--- src/vrc3_pkg.sv ---
`default_nettype none

package vrc3_pkg;

	typedef logic [7:0]  byte_t;       // Data byte on either bus.
	typedef logic [3:0]  nibble_t;     // Bank number or one reload digit.
	typedef logic [15:0] cpu_addr_t;
	typedef logic [13:0] ppu_addr_t;
	typedef logic [17:0] prg_addr_t;   // 256 KB of PRG ROM.
	typedef logic [12:0] srm_addr_t;   // 8 KB of save RAM.
	typedef logic [12:0] chr_addr_t;   // 8 KB of CHR.
	typedef logic [15:0] irq_count_t;
	typedef logic [7:0]  sst_addr_t;

	// Counter width, control bit 2.
	typedef enum logic {
		IRQ_W16 = 1'b0,
		IRQ_W8  = 1'b1
	} irq_width_t;

	// Register windows, 4 KB each.
	localparam cpu_addr_t REG_LATCH0   = 16'h8000;   // Reload bits 3:0.
	localparam cpu_addr_t REG_LATCH1   = 16'h9000;   // Reload bits 7:4.
	localparam cpu_addr_t REG_LATCH2   = 16'hA000;   // Reload bits 11:8.
	localparam cpu_addr_t REG_LATCH3   = 16'hB000;   // Reload bits 15:12.
	localparam cpu_addr_t REG_IRQ_CTRL = 16'hC000;
	localparam cpu_addr_t REG_IRQ_ACK  = 16'hD000;
	localparam cpu_addr_t REG_PRG_BANK = 16'hF000;

	localparam cpu_addr_t SRM_BASE      = 16'h6000;
	localparam nibble_t   PRG_LAST_BANK = 4'd15;

	// Save-state register indices.
	localparam sst_addr_t SST_PRG       = 8'd0;
	localparam sst_addr_t SST_IRQ_CTRL  = 8'd1;
	localparam sst_addr_t SST_RELOAD_HI = 8'd2;
	localparam sst_addr_t SST_RELOAD_LO = 8'd3;
	localparam sst_addr_t SST_COUNT_HI  = 8'd4;
	localparam sst_addr_t SST_COUNT_LO  = 8'd5;
	localparam sst_addr_t SST_MAP_IDX   = 8'd127;
	localparam byte_t     SST_EMPTY     = 8'hff;

endpackage

`default_nettype wire

--- src/vrc3_reg_decode.sv ---
`timescale 1ns/1ps
`default_nettype none

module vrc3_reg_decode (
	input  wire                  m2,
	input  wire                  rst_n,
	input  vrc3_pkg::cpu_addr_t  cpu_addr,
	input  vrc3_pkg::byte_t      cpu_data,
	input  wire                  cpu_rw,
	input  wire                  sst_act,
	input  wire                  sst_we_reg,
	input  vrc3_pkg::sst_addr_t  sst_addr,
	input  vrc3_pkg::byte_t      sst_dato,
	output logic [3:0]           latch_we,
	output logic                 ctrl_we,
	output logic                 ack_we,
	output vrc3_pkg::nibble_t    wdata,
	output vrc3_pkg::nibble_t    prg_bank
);
	import vrc3_pkg::*;

	cpu_addr_t reg_win;
	logic      cpu_wr;
	logic      prg_we;
	logic      sst_prg_we;

	// Only A15..A12 matter for the register windows.
	assign reg_win = {cpu_addr[15:12], 12'h000};
	assign cpu_wr  = !cpu_rw && !sst_act;   // Save-state mode owns the bus.

	assign latch_we[0] = cpu_wr && (reg_win == REG_LATCH0);
	assign latch_we[1] = cpu_wr && (reg_win == REG_LATCH1);
	assign latch_we[2] = cpu_wr && (reg_win == REG_LATCH2);
	assign latch_we[3] = cpu_wr && (reg_win == REG_LATCH3);
	assign ctrl_we     = cpu_wr && (reg_win == REG_IRQ_CTRL);
	assign ack_we      = cpu_wr && (reg_win == REG_IRQ_ACK);
	assign prg_we      = cpu_wr && (reg_win == REG_PRG_BANK);

	// All registers take the low nibble only.
	assign wdata = cpu_data[3:0];

	assign sst_prg_we = sst_act && sst_we_reg && (sst_addr == SST_PRG);

	always_ff @(negedge m2 or negedge rst_n)
	begin
		if (!rst_n)
		begin
			prg_bank <= '0;
		end
		else if (sst_prg_we)
		begin
			prg_bank <= sst_dato[3:0];   // Restore from save state.
		end
		else if (prg_we)
		begin
			prg_bank <= wdata;
		end
	end

	// One CPU write hits one register, never more.
	a_one_strobe : assert property (
		@(negedge m2) disable iff (!rst_n)
		$onehot0({latch_we, ctrl_we, ack_we, prg_we, sst_prg_we})
	);

endmodule

`default_nettype wire

--- src/vrc3_irq_timer.sv ---
`timescale 1ns/1ps
`default_nettype none

module vrc3_irq_timer (
	input  wire                   m2,
	input  wire                   rst_n,
	input  wire  [3:0]            latch_we,
	input  wire                   ctrl_we,
	input  wire                   ack_we,
	input  vrc3_pkg::nibble_t     wdata,
	input  wire                   sst_act,
	input  wire                   sst_we_reg,
	input  vrc3_pkg::sst_addr_t   sst_addr,
	input  vrc3_pkg::byte_t       sst_dato,
	output vrc3_pkg::irq_count_t  reload,
	output vrc3_pkg::irq_count_t  count,
	output logic [2:0]            irq_cfg,
	output logic                  irq_pend,
	output logic                  irq
);
	import vrc3_pkg::*;

	irq_width_t irq_mode;     // Control bit 2.
	logic       irq_on;       // Control bit 1, counter running.
	logic       irq_ack_on;   // Control bit 0, copied to irq_on on acknowledge.
	logic       sst_wr;
	logic       sst_cnt_we;
	logic       cnt_wrap;
	irq_count_t count_next;

	assign irq_cfg = {irq_mode, irq_on, irq_ack_on};
	assign irq     = irq_pend;

	assign sst_wr     = sst_act && sst_we_reg;
	assign sst_cnt_we = sst_wr && (sst_addr == SST_COUNT_HI || sst_addr == SST_COUNT_LO);

	// In 8-bit mode the high byte is left alone.
	always_comb
	begin
		if (irq_mode == IRQ_W8)
		begin
			cnt_wrap   = (count[7:0] == 8'hff);
			count_next = {count[15:8], cnt_wrap ? reload[7:0] : count[7:0] + 8'd1};
		end
		else
		begin
			cnt_wrap   = (count == 16'hffff);
			count_next = cnt_wrap ? reload : count + 16'd1;
		end
	end

	always_ff @(negedge m2 or negedge rst_n)
	begin
		if (!rst_n)
		begin
			reload     <= '0;
			count      <= '0;
			irq_mode   <= IRQ_W16;
			irq_on     <= 1'b0;
			irq_ack_on <= 1'b0;
			irq_pend   <= 1'b0;
		end
		else if (sst_act)
		begin
			// Frozen here, only restores.
			if (sst_wr && sst_addr == SST_IRQ_CTRL)
			begin
				irq_pend   <= sst_dato[3];
				irq_mode   <= irq_width_t'(sst_dato[2]);
				irq_on     <= sst_dato[1];
				irq_ack_on <= sst_dato[0];
			end
			if (sst_wr && sst_addr == SST_RELOAD_HI) reload[15:8] <= sst_dato;
			if (sst_wr && sst_addr == SST_RELOAD_LO) reload[7:0]  <= sst_dato;
			if (sst_wr && sst_addr == SST_COUNT_HI)  count[15:8]  <= sst_dato;
			if (sst_wr && sst_addr == SST_COUNT_LO)  count[7:0]   <= sst_dato;
		end
		else
		begin
			for (int i = 0; i < 4; i++)
			begin
				if (latch_we[i])
					reload[i*4 +: 4] <= wdata;
			end
			if (ack_we)
			begin
				irq_pend <= 1'b0;
				irq_on   <= irq_ack_on;
			end
			if (ctrl_we)
			begin
				irq_pend   <= 1'b0;
				irq_mode   <= irq_width_t'(wdata[2]);
				irq_on     <= wdata[1];
				irq_ack_on <= wdata[0];
				if (wdata[1])
					count <= reload;   // Start from the latch.
			end
			else if (irq_on)
			begin
				count <= count_next;
				if (cnt_wrap)
					irq_pend <= 1'b1;   // Wins over an acknowledge on the same edge.
			end
		end
	end

	a_ctrl_clears_pend : assert property (
		@(negedge m2) disable iff (!rst_n)
		ctrl_we |=> !irq_pend
	);

	a_hold_when_off : assert property (
		@(negedge m2) disable iff (!rst_n)
		(!irq_on && !ctrl_we && !sst_cnt_we) |=> $stable(count)
	);

endmodule

`default_nettype wire

--- src/vrc3_bank_map.sv ---
`timescale 1ns/1ps
`default_nettype none

module vrc3_bank_map (
	input  vrc3_pkg::nibble_t    prg_bank,
	input  vrc3_pkg::cpu_addr_t  cpu_addr,
	input  wire                  cpu_rw,
	input  vrc3_pkg::ppu_addr_t  ppu_addr,
	input  wire                  ppu_oe,        // Active low.
	input  wire                  ppu_we,        // Active low.
	input  wire                  cfg_mir_v,
	input  wire                  cfg_chr_ram,
	input  vrc3_pkg::byte_t      prg_do,
	input  vrc3_pkg::byte_t      srm_do,
	input  vrc3_pkg::byte_t      chr_do,
	output vrc3_pkg::prg_addr_t  prg_addr,
	output logic                 prg_ce,
	output logic                 prg_oe,
	output vrc3_pkg::srm_addr_t  srm_addr,
	output logic                 srm_ce,
	output logic                 srm_oe,
	output logic                 srm_we,
	output vrc3_pkg::chr_addr_t  chr_addr,
	output logic                 chr_ce,
	output logic                 chr_oe,
	output logic                 chr_we,
	output logic                 ciram_a10,
	output logic                 ciram_ce,
	output logic                 map_cpu_oe,
	output vrc3_pkg::byte_t      map_cpu_do,
	output logic                 map_ppu_oe,
	output vrc3_pkg::byte_t      map_ppu_do
);
	import vrc3_pkg::*;

	nibble_t prg_page;

	// PRG ROM from 8000h, upper 16 KB fixed.
	assign prg_page = cpu_addr[14] ? PRG_LAST_BANK : prg_bank;
	assign prg_addr = {prg_page, cpu_addr[13:0]};
	assign prg_ce   = cpu_addr[15];
	assign prg_oe   = cpu_rw;

	// Save RAM, 6000h to 7FFFh.
	assign srm_addr = cpu_addr[12:0];
	assign srm_ce   = ({cpu_addr[15:13], 13'd0} == SRM_BASE);
	assign srm_oe   = cpu_rw;
	assign srm_we   = !cpu_rw;

	// Pattern tables below 2000h.
	assign chr_addr = ppu_addr[12:0];
	assign chr_ce   = !ppu_addr[13];
	assign chr_oe   = !ppu_oe;
	assign chr_we   = cfg_chr_ram && !ppu_we && chr_ce;   // ROM ignores writes.

	// A10 for vertical mirroring, A11 for horizontal.
	assign ciram_a10 = cfg_mir_v ? ppu_addr[10] : ppu_addr[11];
	assign ciram_ce  = !ppu_addr[13];   // Active low, off while CHR is selected.

	assign map_cpu_oe = (srm_ce && srm_oe) || (prg_ce && prg_oe);
	assign map_cpu_do = srm_ce ? srm_do : prg_do;

	assign map_ppu_oe = chr_ce && chr_oe;
	assign map_ppu_do = map_ppu_oe ? chr_do : 8'h00;

	// Decode ranges must not overlap.
	always_comb
	begin
		a_ce_excl : assert final (!(prg_ce && srm_ce));
	end

endmodule

`default_nettype wire

--- src/vrc3_sst_port.sv ---
`timescale 1ns/1ps
`default_nettype none

module vrc3_sst_port (
	input  vrc3_pkg::sst_addr_t   sst_addr,
	input  vrc3_pkg::nibble_t     prg_bank,
	input  wire                   irq_pend,
	input  wire  [2:0]            irq_cfg,
	input  vrc3_pkg::irq_count_t  reload,
	input  vrc3_pkg::irq_count_t  count,
	input  vrc3_pkg::byte_t       map_idx,
	output vrc3_pkg::byte_t       sst_di
);
	import vrc3_pkg::*;

	// Readback for the save-state engine.
	always_comb
	begin
		case (sst_addr)
			SST_PRG:
				sst_di = {4'h0, prg_bank};
			SST_IRQ_CTRL:
				sst_di = {4'h0, irq_pend, irq_cfg};   // Pending sits above the control bits.
			SST_RELOAD_HI:
				sst_di = reload[15:8];
			SST_RELOAD_LO:
				sst_di = reload[7:0];
			SST_COUNT_HI:
				sst_di = count[15:8];
			SST_COUNT_LO:
				sst_di = count[7:0];
			SST_MAP_IDX:
				sst_di = map_idx;   // Mapper number from the loader.
			default:
				sst_di = SST_EMPTY;
		endcase
	end

endmodule

`default_nettype wire

--- src/vrc3_mapper.sv ---
`timescale 1ns/1ps
`default_nettype none

module vrc3_mapper (
	input  wire                  m2,
	input  wire                  rst_n,
	input  vrc3_pkg::cpu_addr_t  cpu_addr,
	input  vrc3_pkg::byte_t      cpu_data,
	input  wire                  cpu_rw,
	input  vrc3_pkg::ppu_addr_t  ppu_addr,
	input  wire                  ppu_oe,
	input  wire                  ppu_we,
	input  wire                  cfg_mir_v,
	input  wire                  cfg_chr_ram,
	input  vrc3_pkg::byte_t      map_idx,
	input  wire                  sst_act,
	input  wire                  sst_we_reg,
	input  vrc3_pkg::sst_addr_t  sst_addr,
	input  vrc3_pkg::byte_t      sst_dato,
	input  vrc3_pkg::byte_t      prg_do,
	input  vrc3_pkg::byte_t      srm_do,
	input  vrc3_pkg::byte_t      chr_do,
	output vrc3_pkg::prg_addr_t  prg_addr,
	output logic                 prg_ce,
	output logic                 prg_oe,
	output vrc3_pkg::srm_addr_t  srm_addr,
	output logic                 srm_ce,
	output logic                 srm_oe,
	output logic                 srm_we,
	output vrc3_pkg::chr_addr_t  chr_addr,
	output logic                 chr_ce,
	output logic                 chr_oe,
	output logic                 chr_we,
	output logic                 ciram_a10,
	output logic                 ciram_ce,
	output logic                 map_cpu_oe,
	output vrc3_pkg::byte_t      map_cpu_do,
	output logic                 map_ppu_oe,
	output vrc3_pkg::byte_t      map_ppu_do,
	output vrc3_pkg::byte_t      sst_di,
	output logic                 irq
);
	import vrc3_pkg::*;

	logic [3:0] latch_we;
	logic       ctrl_we;
	logic       ack_we;
	nibble_t    wdata;
	nibble_t    prg_bank;
	irq_count_t reload;
	irq_count_t count;
	logic [2:0] irq_cfg;
	logic       irq_pend;

	vrc3_reg_decode vrc3_reg_decode_inst (
		.m2, .rst_n, .cpu_addr, .cpu_data, .cpu_rw,
		.sst_act, .sst_we_reg, .sst_addr, .sst_dato,
		.latch_we, .ctrl_we, .ack_we, .wdata, .prg_bank
	);

	vrc3_irq_timer vrc3_irq_timer_inst (
		.m2, .rst_n, .latch_we, .ctrl_we, .ack_we, .wdata,
		.sst_act, .sst_we_reg, .sst_addr, .sst_dato,
		.reload, .count, .irq_cfg, .irq_pend, .irq
	);

	vrc3_bank_map vrc3_bank_map_inst (
		.prg_bank, .cpu_addr, .cpu_rw, .ppu_addr, .ppu_oe, .ppu_we,
		.cfg_mir_v, .cfg_chr_ram, .prg_do, .srm_do, .chr_do,
		.prg_addr, .prg_ce, .prg_oe,
		.srm_addr, .srm_ce, .srm_oe, .srm_we,
		.chr_addr, .chr_ce, .chr_oe, .chr_we,
		.ciram_a10, .ciram_ce,
		.map_cpu_oe, .map_cpu_do, .map_ppu_oe, .map_ppu_do
	);

	vrc3_sst_port vrc3_sst_port_inst (
		.sst_addr, .prg_bank, .irq_pend, .irq_cfg,
		.reload, .count, .map_idx, .sst_di
	);

endmodule

`default_nettype wire

--- config.mk ---
export PLATFORM = sky130hd
export DESIGN_NAME = vrc3_mapper
export DESIGN_NICKNAME = d
export VERILOG_FILES = /design/src/vrc3_pkg.sv /design/src/vrc3_reg_decode.sv /design/src/vrc3_irq_timer.sv /design/src/vrc3_bank_map.sv /design/src/vrc3_sst_port.sv /design/src/vrc3_mapper.sv
export SDC_FILE = /design/constraint.sdc
export NUM_CORES = 1
export LEC_CHECK = 0
export CAP_MARGIN = 10
export CELL_PAD_IN_SITES_DETAIL_PLACEMENT = 0
export CELL_PAD_IN_SITES_GLOBAL_PLACEMENT = 1
export CORE_MARGIN = 5
export CORE_UTILIZATION = 40
export CTS_BUF_LIST = sky130_fd_sc_hd__clkbuf_16
export DETAILED_ROUTE_END_ITERATION = 7
export DONT_BUFFER_PORTS = 1
export PLACE_DENSITY = 0.7
export SLEW_MARGIN = 40
export SYNTH_ARGS = -nofsm -noshare
export SYNTH_HDL_FRONTEND = slang
export SYNTH_SLANG_ARGS = --single-unit
--- constraint.sdc ---
create_clock -name m2 -period 2.7 [get_ports m2]
set_clock_uncertainty 0.2 [all_clocks]
set_input_delay 0.27 -clock m2 [delete_from_list [all_inputs] [get_ports m2]]
set_output_delay 0.27 -clock m2 [all_outputs]
set_load 0.02 [all_outputs]
After elaboration in Yosys (flattened, before gate mapping)
Cells that the tools add are included.
Operators by class
  add/subtract/negate cells: 2
  eq/ne operators: 23
  mux-type cells: 40
  reduce and logical (&&, ||, !) cells: 43
Operator list (number)
  $mux 16: 7
  $mux 8: 7
  $pmux 8 s7: 1
  $eq 4x4->1 const B: 7
  $mux 4: 7
  $logic_and 1x1->1: 20
  $mux 1: 18
  $add 16x1->16 const B: 1
  $eq 16x16->1 const B: 1
  $eq 8x2->1 const B: 2
  $eq 8x3->1 const B: 2
  $reduce_and 2->1: 6
  $reduce_bool 2->1: 6
  $ne 2x1->1 const B: 5
  $add 8x1->8 const B: 1
  $eq 8x1->1 const B: 1
  $eq 8x7->1 const B: 1
  $eq 8x8->1 const B: 1
  $logic_not 8->1: 1
  $ne 3x3->1 const B: 2
  $reduce_bool 3->1: 2
  $logic_not 1->1: 5
  $reduce_and 4->1: 1
  $eq 3x2->1 const B: 1
  other kinds (2): 2
Storage, ports and cells
  flip-flop bits (word level): 40
  output and inout port bits: 81
  logic and storage cells: 119

Longest topological paths before layout
  depth after elaboration: 8
  depth in mapped cells: 7
  gate-level depth less buffers: 6

By module
A second synthesis with hierarchy kept.
Unflattened totals
  cells, all modules: 438
  area, all modules: 3870.0 sq um
By module, submodules not included
  vrc3_irq_timer: instances 1, cells each 263, area an instance 2444.8 sq um, sequential area each 900.9 sq um
  vrc3_bank_map: instances 1, cells each 74, area an instance 561.8 sq um, sequential area each 0.0 sq um
  vrc3_sst_port: instances 1, cells each 60, area an instance 499.2 sq um, sequential area each 0.0 sq um
  vrc3_reg_decode: instances 1, cells each 41, area an instance 364.1 sq um, sequential area each 100.1 sq um

==> run_results.csv <==
group,metric,value,unit
sta,finalHoldViolCount,0,
logic_synthesis,yosys_most_used_dff,"dfrtn_1",
cts,max-clock-path-buffers,2,
worst_setup_path,crit_chain,"or4_4 -> or4b_4 -> o32a_4 -> mux2_4",
drt,wirelength,12.2,mm
cells_and_area,antenna_cells,0,
logic_synthesis,yosys.area.top_type,"dfrtn_1",
logic_synthesis,synth_top_family_by_area,"simple AND/OR/NAND/NOR gates",
drt,via_per_inst,6.05,
cts,clock_sinks,40,
global_routing,grt-ovfl-total,0,
worst_setup_path,endpoint_kind,"flop",
logic_synthesis,synth_edf_count,0,
logic_synthesis,synth_area_leaders,"dfrtn_1 (29%), buf_4 (9.4%), nand2_1 (6.8%), mux2_2 (4.5%), a21oi_1 (3.1%)",
power_and_ir_drop,power_density,615,nW/µm²
sta,worst-slew-pin-transition,0.712,ns
cells_and_area,layoutNonFillerInstCount,564,
place,place_congestion,1.00,
cells_and_area,final_layout_size_suffix_gt1_share,38.8,%
worst_setup_path,crit_slowest_cell,"or4b_4",
global_routing,grt_antenna_before_repair,0,
power_and_ir_drop,internal_power,0.00179,W
worst_setup_path,path_max_fanout,7,
logic_synthesis,synth_top_area_share,28.5,%
cts,clk_latency,0.30,ns
logic_synthesis,synth_fa_ha_area_share,0.357,%
min_path,hp-start,"vrc3_reg_decode_inst.prg_bank[0]",
power_and_ir_drop,swShare,35.2,%
cells_and_area,final_util,52.0,%
global_routing,track_usage,21.6,%
drt,remaining_drc_errors,0,
floorplan,die-area,10700,µm²
place,hpwl,9.33,mm
global_routing,grt_pass1_wl,18.9,mm
worst_setup_path,required,1.30,ns
cts,cts-buffers-inserted,5,
status,status,"finished with violations",
logic_synthesis,syn_inst,414,
logic_synthesis,ys_ff_latch,40,
global_routing,grt_max_degree,41,
status,violations,"negative setup slack",
cts,clockRootBuffer,"clkbuf_16",
floorplan,initial_core_util,40.6,%
logic_synthesis,synth_area,3510,µm²
worst_setup_path,worstPathArrival,2.10,ns
drt,drt_iter0_markers,221,
power_and_ir_drop,p_leak,1.96,nW
logic_synthesis,synth_mux_area_share,11.9,%
cts,cts_tree,"done",
min_path,hold_class,"flop to flop",
job,drv_cap,0,
power_and_ir_drop,p_sw,0.000972,W
cells_and_area,area_growth_syn_to_layout,28.1,%
logic_synthesis,syn_nets,510,
cts,htreeDepth,2,
logic_synthesis,synth-simple-area-share,23.5,%
sta,setup-tns-final,-28.27,ns
sta,setup_slack,-0.799,ns
drt,dr_total_vias,3411,
floorplan,coreArea,8640,µm²
logic_synthesis,async_flop_share,100,%
power_and_ir_drop,p_comb_share,43.2,%
floorplan,die_x,104,µm
logic_synthesis,synth_xor_area_share,1.75,%
worst_setup_path,r2r_cells,7,
floorplan,io_pins,176,
cts,clk_pin_slew,0.05,ns
floorplan,rows,34,
drt,firstDrtPassIters,5,
worst_setup_path,r2r_end,"vrc3_irq_timer_inst.count[13]",
logic_synthesis,seq_area_frac_synth,28.5,%
floorplan,fp.dieH,104,µm
logic_synthesis,syn_area_per_cell,8.47,µm²
drt,wire_per_inst,21.6,µm
cts,ctsHoldBuffers,0,
drt,postRouteAntennaNets,0,
min_path,min_path_cells,2,
worst_setup_path,reg2reg_slack,0.12,ns
logic_synthesis,synth.distinct_cells,60,
sta,setup_viol,52,
place,dpl.cell_count,547,
cells_and_area,fin_nets,551,
global_routing,first_global_vias,3489,
logic_synthesis,synth_compound_area_share,21.0,%
power_and_ir_drop,clockPowerShare,24.3,%
sta,fin_hold_ws,0.336,ns
power_and_ir_drop,ir_worst_vdd,0.272,mV
worst_setup_path,crit_type,"input pin to flop",
power_and_ir_drop,p_seq_share,32.5,%
worst_setup_path,r2r_start,"vrc3_irq_timer_inst.count[1]",
place,portBuffers,0,
min_path,min_to,"vrc3_reg_decode_inst.prg_bank[0]",
logic_synthesis,yosysWarnings,0,
worst_setup_path,slowest_delay,0.61,ns
worst_setup_path,cp-start-kind,"input pin",
sta,finalMaxSlewViolations,0,
sta,relSlewSlack,52.2,%
sta,rsz0062_at_grt,"yes",
how the worst max path moves through the flow:
stage                start                             end  slack [ns]  cells after the start
2_1_floorplan  sst_addr[4]  vrc3_irq_timer_inst.reload[10]       -1.07                      5
3_3_place_gp   sst_addr[4]   vrc3_irq_timer_inst.reload[5]       -1.06                      5
3_5_place_dp   sst_addr[4]   vrc3_irq_timer_inst.reload[5]       -1.10                      5
4_1_cts        sst_addr[4]   vrc3_irq_timer_inst.reload[8]       -0.75                      4
5_1_grt        sst_addr[7]   vrc3_irq_timer_inst.reload[8]       -0.81                      4
6_report       sst_addr[7]   vrc3_irq_timer_inst.reload[8]       -0.80                      4
logic make-up after synthesis:
logic type,after synthesis
xor+xnor,7
mux,33
fa+ha+maj,1
flops,40
buf+inv,75
compound gates,100
simple gates,158
stage by stage:
step	total power [W]	setup slack [ns]	area (µm²)
6_report	0.00276	-0.799	4490
5_1_grt	0.00290	-0.811	4490
4_1_cts	0.00268	-0.753	4360
3_5_place_dp	0.00195	-1.10	4020
3_3_place_gp	0.00193	-1.06	4020
2_1_floorplan	0.00159	-1.07	3650
layout by cell type, fill, tap and decap left out, types with 4 or more instances in the layout:
| cell type | count |
|---|---|
| nand3_1 | 8 |
| and3_1 | 5 |
| nand2b_1 | 5 |
| a21oi_1 | 15 |
| and2_1 | 9 |
| a21oi_2 | 6 |
| xnor2_1 | 7 |
| nor4_1 | 4 |
| o221ai_1 | 4 |
| nor2_1 | 16 |
| and4_1 | 4 |
| o221ai_2 | 4 |
| nand2_1 | 58 |
| a21o_1 | 4 |
| mux2i_1 | 11 |
| o21ai_1 | 4 |
| mux2_2 | 9 |
| dfrtn_1 | 40 |
| nand4_1 | 8 |
| buf_4 | 84 |
| inv_1 | 12 |
| clkbuf_16 | 5 |
| mux4_2 | 4 |
| o21ai_0 | 6 |
| a211oi_2 | 4 |
| a22oi_1 | 7 |
| mux2_4 | 9 |
| a31oi_1 | 6 |
| a22o_1 | 7 |
| or2_4 | 4 |
| nand2_2 | 6 |
| nor3_1 | 7 |
| buf_6 | 9 |
state kept, by name (all words and copies together) (netlist names):
signal                          cells
vrc3_irq_timer_inst.irq_ack_on      1
vrc3_irq_timer_inst.irq             1
vrc3_irq_timer_inst.count          16
vrc3_irq_timer_inst.irq_mode        1
vrc3_reg_decode_inst.prg_bank       4
vrc3_irq_timer_inst.reload         16
vrc3_irq_timer_inst.irq_on          1
critical path, delay by kind of cell:
kind	cells	cell delay (ns)
compound gates	1	0.38
mux	1	0.31
simple gates	2	1.14
routing by layer:
| layer | vias to the layer above | global-route usage [%] | share of wire [%] |
|---|---|---|---|
| li1 | 1579 | - | - |
| met5 | - | 0 | 0 |
| met2 | 159 | 34.9 | 48 |
| met4 | 0 | 8.34 | 2.4 |
| met3 | 31 | 4.85 | 8.4 |
| met1 | 1642 | 27.9 | 42 |
synth_stat cells (all sizes together), types with 7 or more instances:
| cell type | number |
|---|---|
| a21oi | 22 |
| a221oi | 7 |
| a22o | 7 |
| a22oi | 7 |
| and2 | 9 |
| buf | 47 |
| clkbuf | 15 |
| dfrtn | 40 |
| inv | 12 |
| mux2 | 18 |
| mux2i | 11 |
| nand2 | 64 |
| nand3 | 8 |
| nand4 | 8 |
| nor2 | 20 |
| nor3 | 8 |
| o21ai | 13 |
| o221ai | 8 |
| xnor2 | 7 |
repair_timing:
action / 4_1_cts / 5_1_grt
buffers inserted: 6 / 3
gates cloned: 1 / 0
gates resized for setup: 29 / 22
pin swaps: 16 / 10
setup endpoints to repair: 52 / 53
layout make-up:
class | instances | area, µm²
repair buffers | 95 | 772
clock buffers | 5 | 125
well taps | 108 | 135
fillers | 818 | 4140
inverters | 13 | 48.8
flip-flops and latches | 40 | 1000
clock inverters | 3 | 37.5
multi-input cells | 300 | 2370
power groups by stage:
stage	clock [W]	sequential [W]	combinational, W
global route	0.000700	0.000917	0.00128
detailed placement	0	0.000895	0.00106
finish	0.000672	0.000899	0.00119
global placement	0	0.000890	0.00104
floorplan	0	0.000919	0.000670
CTS	0.000677	0.000889	0.00112
No activity file was read; power rests on OpenSTA's default activity.
